--- src/verilog/sdPkg.sv ---
// SD protocol definitions shared by the init sequencer and the command framer
`default_nettype none

package sdPkg;

  //////////////////////////////////////////////////////////////////////
  // command frame and response

  // six bytes in wire order, command byte first
  typedef struct packed {
    logic [7:0] cmdByte;
    logic [7:0] arg1;
    logic [7:0] arg2;
    logic [7:0] arg3;
    logic [7:0] arg4;
    logic [7:0] checkSum;
  } sdCmdFrame;

  // r1, the four bytes clocked in after it, and the poll timeout
  typedef struct packed {
    logic [7:0]  r1;
    logic [31:0] trailer;
    logic        tout;
  } sdResp;

  // init outcome as seen in STATUS bits 2:1
  typedef enum logic [1:0] {
    noError     = 2'd0,
    cmd0Error   = 2'd1,
    acmd41Error = 2'd2
  } initErr;

  //////////////////////////////////////////////////////////////////////
  // command codes, 0x40 plus the index

  localparam logic [7:0] cmd0   = 8'h40;
  localparam logic [7:0] cmd8   = 8'h48;
  localparam logic [7:0] cmd55  = 8'h77;
  localparam logic [7:0] acmd41 = 8'h69;

  // fixed checksums with the stop bit, only cmd0 and cmd8 are checked in spi mode
  localparam logic [7:0] cmd0Crc   = 8'h95;
  localparam logic [7:0] cmd8Crc   = 8'h87;
  localparam logic [7:0] cmd55Crc  = 8'h95;
  localparam logic [7:0] acmd41Crc = 8'h95;

  // voltage range and check pattern, echoed back by v2 cards
  localparam logic [31:0] cmd8Pattern = 32'h0000_01AA;
  // high capacity support, top argument byte of acmd41
  localparam logic [7:0] hcsArg = 8'h40;
  // mosi held high while clocking
  localparam logic [7:0] idleByte = 8'hFF;

endpackage

`default_nettype wire

--- src/verilog/spiPkg.sv ---
// SPI transport types shared by the byte shifter and the blocks around it
`default_nettype none

package spiPkg;

  // half-period count, one half-period lasts value+1 clk cycles
  typedef logic [7:0] spiDelay;

  // received byte, rxValid pulses once per finished byte
  typedef struct packed {
    logic [7:0] rxByte;
    logic       rxValid;
  } spiXfer;

endpackage

`default_nettype wire

--- src/verilog/spiByteEngine.sv ---
// SPI mode 0 byte shifter, one byte out and one in per transfer
`timescale 1ns/1ps
`default_nettype none

module spiByteEngine import spiPkg::*; (
  input  wire          clk,
  input  wire          rst,
  input  wire spiDelay delay,
  input  wire [7:0]    txByte,
  input  wire          txValid,
  output logic         txPop,
  output spiXfer       xfer,
  output logic         sclk,
  output logic         mosi,
  input  wire          miso
);

  logic       busy;
  spiDelay    delayLat;
  spiDelay    halfCnt;
  // 16 sclk edges per byte, even ones rise
  logic [3:0] edgeCnt;
  logic [7:0] txShift;
  logic [7:0] rxShift;
  logic       rxValid;
  logic       edgeNow;

  // next byte only once the previous one is fully out
  assign txPop = txValid && !busy;
  assign edgeNow = busy && (halfCnt == delayLat);
  // msb first
  assign mosi = txShift[7];
  assign xfer = '{rxByte: rxShift, rxValid: rxValid};

  always_ff @(posedge clk)
  begin
    if (rst)
    begin
      busy <= 1'b0;
      delayLat <= '0;
      halfCnt <= '0;
      edgeCnt <= '0;
      sclk <= 1'b0;
      txShift <= 8'hFF;
      rxValid <= 1'b0;
    end
    else
    begin
      rxValid <= 1'b0;
      if (txPop)
      begin
        busy <= 1'b1;
        // divider can change between bytes, never inside one
        delayLat <= delay;
        halfCnt <= '0;
        edgeCnt <= '0;
        txShift <= txByte;
      end
      else if (edgeNow)
      begin
        halfCnt <= '0;
        sclk <= ~sclk;
        edgeCnt <= edgeCnt + 4'd1;
        // rising edge samples, falling edge moves to the next bit
        if (!sclk)
          rxShift <= {rxShift[6:0], miso};
        else
          txShift <= {txShift[6:0], 1'b1};
        // last falling edge, sclk back low
        if (edgeCnt == 4'd15)
        begin
          busy <= 1'b0;
          rxValid <= 1'b1;
        end
      end
      else if (busy)
        halfCnt <= halfCnt + 8'd1;
    end
  end

  // sclk back low whenever no byte is in flight
  assert property (@(posedge clk) disable iff (rst) !busy |-> !sclk)
    else $error("spiByteEngine: sclk high while idle");

endmodule

`default_nettype wire

--- src/verilog/txByteFifo.sv ---
// small transmit byte FIFO with two write ports feeding the SPI shifter
`timescale 1ns/1ps
`default_nettype none

module txByteFifo #(
  parameter int fifoDepth = 4
) (
  input  wire        clk,
  input  wire        rst,
  input  wire [7:0]  initData,
  input  wire        initWen,
  input  wire [7:0]  cmdData,
  input  wire        cmdWen,
  output logic [7:0] popData,
  input  wire        pop,
  output logic       full,
  output logic       empty
);

  localparam int ptrW = (fifoDepth > 1) ? $clog2(fifoDepth) : 1;

  logic [7:0]      mem [fifoDepth];
  logic [ptrW-1:0] wrPtr;
  logic [ptrW-1:0] rdPtr;
  logic [ptrW:0]   count;
  logic            wen;
  logic [7:0]      wrData;

  // writers take turns, sequencer first then framer
  assign wen = initWen || cmdWen;
  assign wrData = initWen ? initData : cmdData;
  assign popData = mem[rdPtr];
  assign full = (count == (ptrW + 1)'(fifoDepth));
  assign empty = (count == '0);

  always_ff @(posedge clk)
  begin
    if (wen)
      mem[wrPtr] <= wrData;
  end

  always_ff @(posedge clk)
  begin
    if (rst)
    begin
      wrPtr <= '0;
      rdPtr <= '0;
      count <= '0;
    end
    else
    begin
      // pointers wrap at depth, not at a power of two
      if (wen)
        wrPtr <= (wrPtr == ptrW'(fifoDepth - 1)) ? '0 : wrPtr + 1'b1;
      if (pop)
        rdPtr <= (rdPtr == ptrW'(fifoDepth - 1)) ? '0 : rdPtr + 1'b1;
      if (wen && !pop)
        count <= count + 1'b1;
      else if (pop && !wen)
        count <= count - 1'b1;
    end
  end

  // writers honour full, and sequencer and framer never write together
  assert property (@(posedge clk) disable iff (rst)
    (initWen || cmdWen) |-> (!full && !(initWen && cmdWen)))
    else $error("txByteFifo: write while full or two writers at once");

endmodule

`default_nettype wire

--- src/verilog/sdCmdSender.sv ---
// SD command framer, sends six bytes and collects R1 plus a four-byte trailer
`timescale 1ns/1ps
`default_nettype none

module sdCmdSender import sdPkg::*, spiPkg::*; #(
  parameter int respPolls = 8
) (
  input  wire            clk,
  input  wire            rst,
  input  wire            cmdReq,
  input  wire sdCmdFrame cmdFrame,
  output logic           cmdRdy,
  output sdResp          resp,
  output logic [7:0]     fifoData,
  output logic           fifoWen,
  input  wire            fifoFull,
  input  wire spiXfer    xfer
);

  localparam int pollW = $clog2(respPolls + 1);

  typedef enum logic [1:0] {sIdle, sFrame, sPoll, sTrail} senderState;

  senderState       state;
  // bytes pushed, frame then trailer
  logic [2:0]       txCnt;
  // bytes received, frame echoes then trailer
  logic [2:0]       rxCnt;
  logic [pollW-1:0] pollCnt;
  // one poll byte in flight at a time
  logic             pending;
  logic [5:0][7:0]  frameBytes;

  assign frameBytes = cmdFrame;

  //////////////////////////////////////////////////////////////////////
  // fifo write side

  always_comb
  begin
    fifoWen = 1'b0;
    fifoData = idleByte;
    case (state)
      sFrame:
      begin
        fifoWen = !fifoFull;
        fifoData = frameBytes[3'd5 - txCnt];
      end
      sPoll:
        fifoWen = !fifoFull && !pending;
      sTrail:
        fifoWen = !fifoFull && (txCnt != 3'd4);
      default:
        fifoWen = 1'b0;
    endcase
  end

  //////////////////////////////////////////////////////////////////////
  // sequencing and response capture

  always_ff @(posedge clk)
  begin
    if (rst)
    begin
      state <= sIdle;
      txCnt <= '0;
      rxCnt <= '0;
      pollCnt <= '0;
      pending <= 1'b0;
      cmdRdy <= 1'b0;
    end
    else
    begin
      cmdRdy <= 1'b0;
      if (fifoWen)
        txCnt <= txCnt + 3'd1;
      // echoes of our own frame, dropped
      if ((state == sFrame || state == sPoll) && xfer.rxValid && rxCnt != 3'd6)
        rxCnt <= rxCnt + 3'd1;
      case (state)
        sIdle:
          if (cmdReq)
          begin
            txCnt <= '0;
            rxCnt <= '0;
            pollCnt <= '0;
            pending <= 1'b0;
            resp.tout <= 1'b0;
            state <= sFrame;
          end
        sFrame:
          if (fifoWen && txCnt == 3'd5)
            state <= sPoll;
        sPoll:
        begin
          if (fifoWen)
            pending <= 1'b1;
          // all echoes in, so this is the reply to a poll byte
          if (xfer.rxValid && rxCnt == 3'd6)
          begin
            pending <= 1'b0;
            pollCnt <= pollCnt + 1'b1;
            resp.r1 <= xfer.rxByte;
            if (!xfer.rxByte[7] || pollCnt == pollW'(respPolls - 1))
            begin
              // top bit still set means the card never answered
              resp.tout <= xfer.rxByte[7];
              txCnt <= '0;
              rxCnt <= '0;
              state <= sTrail;
            end
          end
        end
        sTrail:
          if (xfer.rxValid)
          begin
            rxCnt <= rxCnt + 3'd1;
            resp.trailer <= {resp.trailer[23:0], xfer.rxByte};
            if (rxCnt == 3'd3)
            begin
              cmdRdy <= 1'b1;
              state <= sIdle;
            end
          end
      endcase
    end
  end

endmodule

`default_nettype wire

--- src/verilog/sdInit.sv ---
// SD card initialisation sequencer, idle clocks then CMD0, CMD8 and ACMD41
`timescale 1ns/1ps
`default_nettype none

module sdInit import sdPkg::*, spiPkg::*; #(
  parameter spiDelay slowDelay     = 8'd124,
  parameter int      startSeqLen   = 10,
  parameter int      cmd0Retries   = 255,
  parameter int      acmd41Retries = 4095
) (
  input  wire            clk,
  input  wire            rst,
  input  wire            initReq,
  output logic           initRdy,
  output initErr         initError,
  output logic           sdhc,
  input  wire spiDelay   delayIn,
  output spiDelay        delayOut,
  output logic           csN,
  output logic [7:0]     fifoData,
  output logic           fifoWen,
  input  wire            fifoFull,
  input  wire            fifoEmpty,
  output logic           cmdReq,
  output sdCmdFrame      cmdFrame,
  input  wire            cmdRdy,
  input  wire sdResp     resp
);

  // last idle byte is still on the wire when the fifo runs empty
  localparam int drainCycles = 16 * (slowDelay + 1) + 2;

  typedef enum logic [2:0] {sIdle, sStart, sDrain, sIssue, sWait, sCheck} initState;
  typedef enum logic [1:0] {pCmd0, pCmd8, pCmd55, pAcmd41} initPhase;

  initState    state;
  initPhase    phase;
  // idle bytes, drain cycles or attempts depending on state
  logic [15:0] loopCnt;
  logic        respBad;

  // idle after cmd0, ready after acmd41
  assign respBad = resp.tout || (resp.r1 != ((phase == pCmd0) ? 8'h01 : 8'h00));

  // idle clocks with select high
  assign fifoData = idleByte;
  assign fifoWen = (state == sStart) && !fifoFull;

  //////////////////////////////////////////////////////////////////////
  // command frame for the current phase

  always_comb
  begin
    cmdFrame = '0;
    case (phase)
      pCmd0:
      begin
        cmdFrame.cmdByte = cmd0;
        cmdFrame.checkSum = cmd0Crc;
      end
      pCmd8:
      begin
        cmdFrame.cmdByte = cmd8;
        {cmdFrame.arg1, cmdFrame.arg2, cmdFrame.arg3, cmdFrame.arg4} = cmd8Pattern;
        cmdFrame.checkSum = cmd8Crc;
      end
      pCmd55:
      begin
        cmdFrame.cmdByte = cmd55;
        cmdFrame.checkSum = cmd55Crc;
      end
      default:
      begin
        cmdFrame.cmdByte = acmd41;
        cmdFrame.arg1 = sdhc ? hcsArg : 8'h00;
        cmdFrame.checkSum = acmd41Crc;
      end
    endcase
  end

  //////////////////////////////////////////////////////////////////////
  // sequencer

  always_ff @(posedge clk)
  begin
    if (rst)
    begin
      state <= sIdle;
      phase <= pCmd0;
      loopCnt <= '0;
      initRdy <= 1'b0;
      initError <= noError;
      sdhc <= 1'b0;
      delayOut <= slowDelay;
      csN <= 1'b1;
      cmdReq <= 1'b0;
    end
    else
    begin
      cmdReq <= 1'b0;
      case (state)
        sIdle:
        begin
          initRdy <= 1'b1;
          delayOut <= delayIn;
          if (initReq && initRdy)
          begin
            initRdy <= 1'b0;
            initError <= noError;
            sdhc <= 1'b0;
            delayOut <= slowDelay;
            loopCnt <= '0;
            state <= sStart;
          end
        end
        sStart:
          if (fifoWen)
          begin
            loopCnt <= loopCnt + 16'd1;
            if (loopCnt == 16'(startSeqLen - 1))
            begin
              loopCnt <= '0;
              state <= sDrain;
            end
          end
        sDrain:
          if (!fifoEmpty)
            loopCnt <= '0;
          else if (loopCnt == 16'(drainCycles))
          begin
            loopCnt <= '0;
            phase <= pCmd0;
            state <= sIssue;
          end
          else
            loopCnt <= loopCnt + 16'd1;
        sIssue:
        begin
          cmdReq <= 1'b1;
          // attempts counted on cmd0 and acmd41 only
          if (phase == pCmd0 || phase == pAcmd41)
            loopCnt <= loopCnt + 16'd1;
          state <= sWait;
        end
        sWait:
          // select drops the cycle after the request, rises after cmdRdy
          if (cmdRdy)
          begin
            csN <= 1'b1;
            state <= sCheck;
          end
          else
            csN <= 1'b0;
        sCheck:
        begin
          state <= sIssue;
          case (phase)
            pCmd0:
              if (!respBad)
                phase <= pCmd8;
              else if (loopCnt == 16'(cmd0Retries))
              begin
                initError <= cmd0Error;
                state <= sIdle;
              end
            pCmd8:
            begin
              // v2 card, r1 of 00 or 01 with the pattern echoed
              sdhc <= !resp.tout && (resp.r1[7:1] == 7'd0) && (resp.trailer == cmd8Pattern);
              loopCnt <= '0;
              phase <= pCmd55;
            end
            pCmd55:
              phase <= pAcmd41;
            default:
              if (!respBad)
                state <= sIdle;
              else if (loopCnt == 16'(acmd41Retries))
              begin
                initError <= acmd41Error;
                state <= sIdle;
              end
              else
                phase <= pCmd55;
          endcase
        end
        default:
          state <= sIdle;
      endcase
    end
  end

  // card selected from the cycle after each request until the framer is done
  assert property (@(posedge clk) disable iff (rst) cmdReq |=> (!csN until_with cmdRdy))
    else $error("sdInit: command sent without chip select");

endmodule

`default_nettype wire

--- src/verilog/wbSdRegs.sv ---
// Wishbone classic register slave for init control, status and SPI divider
`timescale 1ns/1ps
`default_nettype none

module wbSdRegs import sdPkg::*, spiPkg::*; (
  input  wire         clk,
  input  wire         rst,
  input  wire         wbCyc,
  input  wire         wbStb,
  input  wire         wbWe,
  input  wire [1:0]   wbAdr,
  input  wire [31:0]  wbDatI,
  output logic [31:0] wbDatO,
  output logic        wbAck,
  output logic        initReq,
  input  wire         initRdy,
  input  wire initErr initError,
  input  wire         sdhc,
  output spiDelay     clkDelay
);

  // word addresses
  localparam logic [1:0] ctrlAdr   = 2'd0;
  localparam logic [1:0] statusAdr = 2'd1;
  localparam logic [1:0] clkDivAdr = 2'd2;

  logic access;

  // one ack per strobe, no wait states
  assign access = wbCyc && wbStb && !wbAck;

  always_ff @(posedge clk)
  begin
    if (rst)
    begin
      wbAck <= 1'b0;
      initReq <= 1'b0;
      clkDelay <= 8'd1;
    end
    else
    begin
      wbAck <= access;
      // single-cycle start pulse
      initReq <= access && wbWe && (wbAdr == ctrlAdr) && wbDatI[0];
      if (access && wbWe && (wbAdr == clkDivAdr))
        clkDelay <= wbDatI[7:0];
    end
  end

  // read data valid with the ack
  always_ff @(posedge clk)
  begin
    if (access)
    begin
      case (wbAdr)
        statusAdr:
          wbDatO <= {28'd0, sdhc, initError, initRdy};
        clkDivAdr:
          wbDatO <= {24'd0, clkDelay};
        default:
          wbDatO <= 32'd0;
      endcase
    end
  end

endmodule

`default_nettype wire

--- src/verilog/spiSdHost.sv ---
// SD card host over SPI with a Wishbone register slave
`timescale 1ns/1ps
`default_nettype none

module spiSdHost import sdPkg::*, spiPkg::*; #(
  parameter spiDelay slowDelay     = 8'd124,
  parameter int      startSeqLen   = 10,
  parameter int      cmd0Retries   = 255,
  parameter int      acmd41Retries = 4095,
  parameter int      respPolls     = 8,
  parameter int      fifoDepth     = 4
) (
  input  wire         clk,
  input  wire         rst,
  input  wire         wbCyc,
  input  wire         wbStb,
  input  wire         wbWe,
  input  wire [1:0]   wbAdr,
  input  wire [31:0]  wbDatI,
  output logic [31:0] wbDatO,
  output logic        wbAck,
  output logic        sclk,
  output logic        mosi,
  input  wire         miso,
  output logic        csN
);

  // register slave and sequencer
  logic       initReq;
  logic       initRdy;
  logic       sdhc;
  initErr     initError;
  spiDelay    clkDelay;
  spiDelay    engineDelay;
  // sequencer and framer
  logic       cmdReq;
  logic       cmdRdy;
  sdCmdFrame  cmdFrame;
  sdResp      resp;
  // fifo and shifter
  logic [7:0] initData;
  logic       initWen;
  logic [7:0] cmdData;
  logic       cmdWen;
  logic [7:0] popData;
  logic       pop;
  logic       fifoFull;
  logic       fifoEmpty;
  spiXfer     xfer;

  wbSdRegs i_wbSdRegs (
    .clk       (clk),
    .rst       (rst),
    .wbCyc     (wbCyc),
    .wbStb     (wbStb),
    .wbWe      (wbWe),
    .wbAdr     (wbAdr),
    .wbDatI    (wbDatI),
    .wbDatO    (wbDatO),
    .wbAck     (wbAck),
    .initReq   (initReq),
    .initRdy   (initRdy),
    .initError (initError),
    .sdhc      (sdhc),
    .clkDelay  (clkDelay)
  );

  sdInit #(
    .slowDelay     (slowDelay),
    .startSeqLen   (startSeqLen),
    .cmd0Retries   (cmd0Retries),
    .acmd41Retries (acmd41Retries)
  ) i_sdInit (
    .clk       (clk),
    .rst       (rst),
    .initReq   (initReq),
    .initRdy   (initRdy),
    .initError (initError),
    .sdhc      (sdhc),
    .delayIn   (clkDelay),
    .delayOut  (engineDelay),
    .csN       (csN),
    .fifoData  (initData),
    .fifoWen   (initWen),
    .fifoFull  (fifoFull),
    .fifoEmpty (fifoEmpty),
    .cmdReq    (cmdReq),
    .cmdFrame  (cmdFrame),
    .cmdRdy    (cmdRdy),
    .resp      (resp)
  );

  sdCmdSender #(
    .respPolls (respPolls)
  ) i_sdCmdSender (
    .clk      (clk),
    .rst      (rst),
    .cmdReq   (cmdReq),
    .cmdFrame (cmdFrame),
    .cmdRdy   (cmdRdy),
    .resp     (resp),
    .fifoData (cmdData),
    .fifoWen  (cmdWen),
    .fifoFull (fifoFull),
    .xfer     (xfer)
  );

  txByteFifo #(
    .fifoDepth (fifoDepth)
  ) i_txByteFifo (
    .clk      (clk),
    .rst      (rst),
    .initData (initData),
    .initWen  (initWen),
    .cmdData  (cmdData),
    .cmdWen   (cmdWen),
    .popData  (popData),
    .pop      (pop),
    .full     (fifoFull),
    .empty    (fifoEmpty)
  );

  // shifter pulls whenever the fifo holds a byte
  spiByteEngine i_spiByteEngine (
    .clk     (clk),
    .rst     (rst),
    .delay   (engineDelay),
    .txByte  (popData),
    .txValid (!fifoEmpty),
    .txPop   (pop),
    .xfer    (xfer),
    .sclk    (sclk),
    .mosi    (mosi),
    .miso    (miso)
  );

endmodule

`default_nettype wire

--- config.mk ---
export PLATFORM = sky130hd
export DESIGN_NAME = spiSdHost
export DESIGN_NICKNAME = d
export VERILOG_FILES = /design/src/verilog/sdPkg.sv /design/src/verilog/spiPkg.sv /design/src/verilog/spiByteEngine.sv /design/src/verilog/txByteFifo.sv /design/src/verilog/sdCmdSender.sv /design/src/verilog/sdInit.sv /design/src/verilog/wbSdRegs.sv /design/src/verilog/spiSdHost.sv
export SDC_FILE = /design/constraint.sdc
export NUM_CORES = 1
export LEC_CHECK = 0
export ABC_AREA = 1
export BUFFER_PORTS_ARGS = -buffer_cell sky130_fd_sc_hd__buf_4
export CORE_MARGIN = 2
export CORE_UTILIZATION = 45
export DETAILED_ROUTE_END_ITERATION = 8
export SYNTH_ARGS = -nofsm -noshare
export SYNTH_HDL_FRONTEND = slang
export SYNTH_HIERARCHICAL = 1
export SYNTH_SLANG_ARGS = --single-unit
--- constraint.sdc ---
create_clock -name clk -period 4.85 [get_ports clk]
set_input_delay 0 -clock clk [delete_from_list [all_inputs] [get_ports clk]]
set_output_delay 0 -clock clk [all_outputs]
set_load 0.01 [all_outputs]
Yosys cells after proc, flatten, opt, wreduce, memory -nomap -nowiden. Memory sizes are Yosys's and may differ from the RTL's. A register that Yosys moved wholly into a read port is not among the register bits. Index checks and enable logic that the tools add are counted. Widths: inputs -> output; s select.

Flip-flop bits (word level): 178. Latch bits: 0. RAM bits: 32. Bits in read-only memories: 0. Input bits: 40. Word-level logic and storage cells: 270. Memories kept: 1.

Add/subtract/negate cells: 11. $mul: 0. Divide/modulo/power cells: 0. Order comparisons: 1. Equal/unequal tests: 52. Shifts and indexed selects: 0. Muxes and demuxes: 97. Bitwise gates (word level): 6. Reductions and logical operators: 69.

Memories: i_txByteFifo.mem (depth 4, width 8, read ports 1, clocked after memory_dff 1, wr ports 1, line txByteFifo.sv:22) `logic [7:0] mem [fifoDepth];`.

Operator list (number): $mux 16 (7); $pmux 16 s5 (1); $mux 8 (8); $mux 3 (19); $mux 2 (22); $eq 32x9->1 const B (1); $bmux 8 s3 (1); $reduce_and 6->1 (4); $logic_and 1x1->1 (20); $ne 2x1->1 const B (10); $mux 1 (18); $pmux 3 s6 (1); $pmux 6 s3 (1); $add 16x1->16 const B (1); $eq 16x11->1 const B (1); $eq 16x12->1 const B (1); $eq 16x4->1 const B (1); $eq 16x8->1 const B (1); $pmux 8 s2 (1); $eq 3x3->1 const B (5); $reduce_and 3->1 (5); $eq 2x2->1 const B (7); $reduce_bool 2->1 (7); $ne 2x2->1 const B (6); other kinds (43) (87).

Depth between registers and ports, before layout.
Depth after elaboration: 9. Gate-level depth with buffers: 20.

By module. Netlist, hierarchy kept.

By module, submodules not included: sdCmdSender (times used 1, cells each 261, area an instance 2590.0 um2, sequential area each 1511.4 um2); sdInit (times used 1, cells each 393, area an instance 2570.0 um2, sequential area each 700.7 um2); spiByteEngine (times used 1, cells each 221, area an instance 1884.3 um2, sequential area each 860.8 um2); txByteFifo (times used 1, cells each 162, area an instance 1771.7 um2, sequential area each 1141.1 um2); wbSdRegs (times used 1, cells each 121, area an instance 1038.5 um2, sequential area each 440.4 um2); spiSdHost (times used 1, cells each 1, area an instance 3.8 um2, sequential area each 0.0 um2).

Least setup slack after synthesis. OpenSTA, ideal clock, no wires.

Kind: flip-flop to flip-flop. Start point: register i_sdCmdSender.state[0]. End point: register, netlist name i_sdCmdSender/resp[10]. Setup time: 461 ps. Arrival time: 2894 ps. Required time: 4389 ps. Setup slack: 1495 ps. Stages on the path, launching flop included: 4. Buffers on the path: 0. Cell sequence: dfxtp_1 -> ha_1 -> inv_1 -> nor3_1.

Cells in the longest elaborated chain, start to end: 2.

RTL lines: start, declared (line sdCmdSender.sv:24) `senderState state;`; start signal, assigned (line sdCmdSender.sv:65) `state <= sIdle;`; start signal, assigned (line sdCmdSender.sv:89) `state <= sFrame;`; start signal, assigned (line sdCmdSender.sv:93) `state <= sPoll;`; $eq 2x2->1 (line sdCmdSender.sv:80) `case (state)`; $reduce_and 3->1 (no source line).

No other way between the ends. A chain may end at the register's enable or synchronous reset.

Worst setup path in the final report.
Start point: register i_sdCmdSender.txCnt[1]. End point: register i_txByteFifo.count[2].

Cells in the longest elaborated chain, start to end: 7.

RTL lines: start, declared (line sdCmdSender.sv:26) `logic [2:0] txCnt;`; start signal, assigned (line sdCmdSender.sv:76) `txCnt <= txCnt + 3'd1;`; $ne 3x3->1 * (line sdCmdSender.sv:52) `fifoWen = !fifoFull && (txCnt != 3'd4);`; $logic_and 1x1->1 * (line sdCmdSender.sv:52); $pmux 1 s3 * (line sdCmdSender.sv:43) `case (state)`; named net cmdWen (line spiSdHost.sv:44) `logic cmdWen;`; $logic_or 1x1->1 * (line txByteFifo.sv:30) `assign wen = initWen || cmdWen;`; $logic_not 1->1 (line txByteFifo.sv:59) `else if (pop && !wen)`; $logic_and 1x1->1 (line txByteFifo.sv:59); $reduce_bool 2->1 (no source line); end signal, assigned (line txByteFifo.sv:58) `count <= count + 1'b1;`; end signal, assigned (line txByteFifo.sv:60) `count <= count - 1'b1;`; end, declared (line txByteFifo.sv:25) `logic [ptrW:0] count;`.

Mark *: on every way through the listed nets, which the timed path passes. The rest lies on a longest branch.

==> results.py <==
metrics = {
    "status": {
        "status": "completed",
    },
    "pwr": {
        "power_leakage_uw": 0.00437,
        "max-vdd-ir-drop_v": 0.000227,
        "powerDensity_nw_per_um2": 485,
    },
    "timing": {
        "layout_min_cycle_time_ps": 2920,
        "timing.final.crit_share_pct": 60.1,
        "setup_viol_count_final": 0,
        "hold_viol": 0,
        "rsz0062_at_grt": "no",
        "tns_ps": 0,
        "slew_headroom_pct": 28.2,
        "max_freq_mhz": 343,
        "fin_skew_ps": 12.2,
        "worst_pin_slew_ps": 1070,
        "finalMaxSlewViolations": 0,
    },
    "worst_setup_path": {
        "worstPathArrival_ps": 3250,
        "r2r_cells": 18,
        "start_kind": "register",
        "cp-end-kind": "register",
        "cp_max_fo": 11,
        "crit_type": "reg -> reg",
        "r2r_end": "i_txByteFifo/count[2]",
        "r2r_start": "i_sdCmdSender/txCnt[1]",
        "worstPathRequired_ps": 5190,
        "ff2ff_setup_slack_ps": 1930,
    },
    "global_routing": {
        "grt.total_usage_pct": 16.6,
        "grt_pass1_vias": 6604,
        "antenna_found_initial": 0,
        "grt_pass1_wl_um": 31500,
        "overflow": 0,
        "grt_max_degree": 34,
    },
    "final_layout": {
        "nets": 1269,
        "nFillCells": 2048,
        "areaGrowthSynthToFinish_pct": 9.52,
        "final_area_um2": 10800,
        "num_antenna_cells": 0,
        "drive_gt1_share_pct": 11.5,
    },
    "placement": {
        "port_buffers": 27,
        "gp_congestion": 0.825,
        "hpwlAfterDp_um": 13200,
        "place_area_um2": 9940,
    },
    "hold_path": {
        "hold_path.class": "in -> reg",
        "min_to": "i_wbSdRegs/initReq",
        "worstHoldStart": "wbAdr[1]",
        "holdPathStages": 5,
    },
    "die": {
        "core-area_um2": 21700,
        "rows": 54,
        "ios": 76,
        "die_x_um": 152,
        "die_h_um": 152,
        "dieArea_um2": 23100,
        "initial_core_util_pct": 45.5,
    },
    "clock_tree": {
        "clk_path_buf_depth": 2,
        "cts_tree": "built",
        "cts_max_level": 4,
        "clkLatencyLatePin_ps": 440,
        "cts_made_buffers": 17,
        "clkTransAtPathRegs_ps": 80,
        "cts_setup_buffers": 0,
        "cts-root-buf": "clkbuf_16",
        "cts.sinks": 188,
    },
    "logic_synthesis": {
        "postSynthAreaPerCell_um2": 8.51,
        "synth_area_um2": 9860,
        "yosys_register_bits": 188,
        "ys_seq_area_share_pct": 47.2,
        "yosys_warnings": 6,
        "synth_cell_type_count": 49,
        "netlist_instances": 1159,
    },
    "detailed_routing": {
        "wl_per_cell_um": 12.7,
        "via_per_inst": 4.83,
        "drcViolationCount": 0,
        "drt-pass1-iter-count": 5,
        "num_vias": 7199,
        "final_antenna_net_count": 0,
        "first_iter_violations": 337,
        "routed_wl_um": 19000,
    },
    "job": {
        "cap_violations": 0,
    },
}
==> synth_stat cells (all sizes together) <==
cell type | n | area [um2]
o21bai | 2 | 26.3
o22ai | 21 | 131
nor4 | 8 | 50.1
o211a | 1 | 10.0
or2 | 1 | 6.26
edfxtp | 89 | 2670
nor2b | 1 | 6.26
nor3b | 2 | 25.0
a21oi | 50 | 262
o21a | 1 | 7.51
fa | 1 | 20.0
nand3 | 78 | 438
a31oi | 1 | 6.26
nand2 | 216 | 902
xor2 | 11 | 96.3
clkbuf | 7 | 26.3
nand4 | 18 | 134
nor2 | 175 | 813
inv | 127 | 479
nor3 | 24 | 135
clkinv | 3 | 11.3
ha | 31 | 388
o21ai | 89 | 464
o211ai | 1 | 7.51
xnor2 | 3 | 26.3
buf | 93 | 699
or3 | 1 | 6.26
nand3b | 2 | 15.0
conb | 3 | 11.3
dfxtp | 99 | 1980
==> layout by cell type (no fill, tap or decap), types with 2 or more instances in the layout <==
master,netlist,layout
a21oi_1,49,49
buf_4,81,29
clkbuf_16,0,17
clkinv_1,3,3
clkinv_8,0,2
clkinvlp_4,0,2
conb_1,3,66
dfxtp_1,99,99
dlygate4sd3_1,0,27
edfxtp_1,89,89
ha_1,31,31
inv_1,103,103
inv_2,23,23
inv_6,0,5
inv_8,0,6
nand2_1,199,199
nand2_2,9,9
nand2_4,7,7
nand3_1,73,73
nand3_2,2,2
nand3_4,3,3
nand3b_1,2,2
nand4_1,16,16
nor2_1,159,159
nor2_2,5,5
nor2_4,4,4
nor2_8,7,7
nor3_1,21,20
nor3_2,3,4
nor3b_2,2,2
nor4_1,8,8
o21ai_0,69,69
o21ai_1,15,15
o21ai_2,5,5
o22ai_1,21,21
xnor2_1,3,3
xor2_1,11,11
==> how the worst max path moves through the flow <==
stage,startpoint,endpoint,slack [ps],cells past startpoint
detailed placement,i_sdCmdSender/txCnt[1],i_txByteFifo/count[2],1930,18
global route,i_sdCmdSender/txCnt[1],i_txByteFifo/count[2],1570,18
floorplan,i_sdCmdSender/state[0],i_sdCmdSender/resp[10],1500,3
finish,i_sdCmdSender/txCnt[1],i_txByteFifo/count[2],1930,18
CTS,i_sdCmdSender/txCnt[1],i_txByteFifo/count[2],1920,18
global placement,i_sdCmdSender/txCnt[1],i_txByteFifo/count[2],1960,18
==> power by group <==
part	internal, uW	total [uW]	switching (uW)	leakage [uW]
clock network	693	1370	678	0.000283
registers	1940	2110	172	0.00160
logic	580	1750	1170	0.00248
==> kinds of logic after synthesis <==
family,Yosys count,share of synthesized area (%)
buffers and inverters,230,12.3
and+or+nand+nor,526,25.7
AOI/OAI and AO/OA,166,9.28
adders and majority gates,32,4.14
xor gates and xnor gates,14,1.24
other,3,0.114
DFF,188,47.2
==> worst max-delay path: stages, from the launching register on <==
cell and delay, ps:
dfxtp_1 520, clkinv_1 340, ha_1 280, nand2_1 60
nand2_1 40, nand3_1 90, nand2_1 120, inv_2 150
nor2_8 50, inv_1 110, ha_1 170, inv_1 70
fa_1 440, inv_1 70, nand2_1 70, nand3_1 80
nand2_1 50, inv_1 40, nor2_1 30
==> flip-flops by register name (all words and copies together) (netlist names), 3 cells and up, named ones only <==
signal and count:
i_sdCmdSender/resp 41, i_wbSdRegs/wbDatO 8, i_spiByteEngine/halfCnt 8, i_sdCmdSender/rxCnt 3, i_spiByteEngine/edgeCnt 4, i_txByteFifo/mem 32
i_spiByteEngine/delayLat 8, i_sdCmdSender/pollCnt 4, i_wbSdRegs/clkDelay 8, i_sdInit/state 3, i_txByteFifo/count 3, i_sdCmdSender/txCnt 3
i_spiByteEngine/txShift 8, i_sdInit/delayOut 8, i_spiByteEngine/rxShift 8, i_sdInit/loopCnt 16
==> final cells by class <==
type	count	area (um2)	area share, %
clock inverters	15	159	1.47
inverters	130	490	4.54
well taps	280	350	3.24
repair buffers	56	488	4.52
multi-input cells	804	4230	39.2
clock buffers	17	425	3.94
flip-flops and latches	188	4650	43.1
==> layer usage <==
metal / vias up / global-route usage (%) / share of wire [%]
met5: - / 0 / 0
met4: 0 / 4.49 / 0.95
met3: 13 / 3.76 / 2.7
met2: 95 / 27.2 / 48
met1: 3327 / 22.1 / 48
li1: 3764 / - / -
==> per-stage QoR <==
stage               total power (uW)  utilization (%)  std cells  hold slack (ps)  setup slack, ps
floorplan                       3580                -       1222             71.5             1500
global placement                3860             45.8       1431              179             1960
detailed placement              3890             45.8       1431              180             1930
CTS                             5280             49.8       1490             6.04             1920
global route                    5610             49.8       1490             50.8             1570
finish                          5230             49.8       1490             30.5             1930
==> what timing repair did <==
item | CTS | global route
gates resized for setup | 0 | 0
hold endpoints to repair | 26 | 0
hold buffers | 27 | 0
setup endpoints to repair | 0 | 0
No activity file was read; power rests on OpenSTA's default activity.
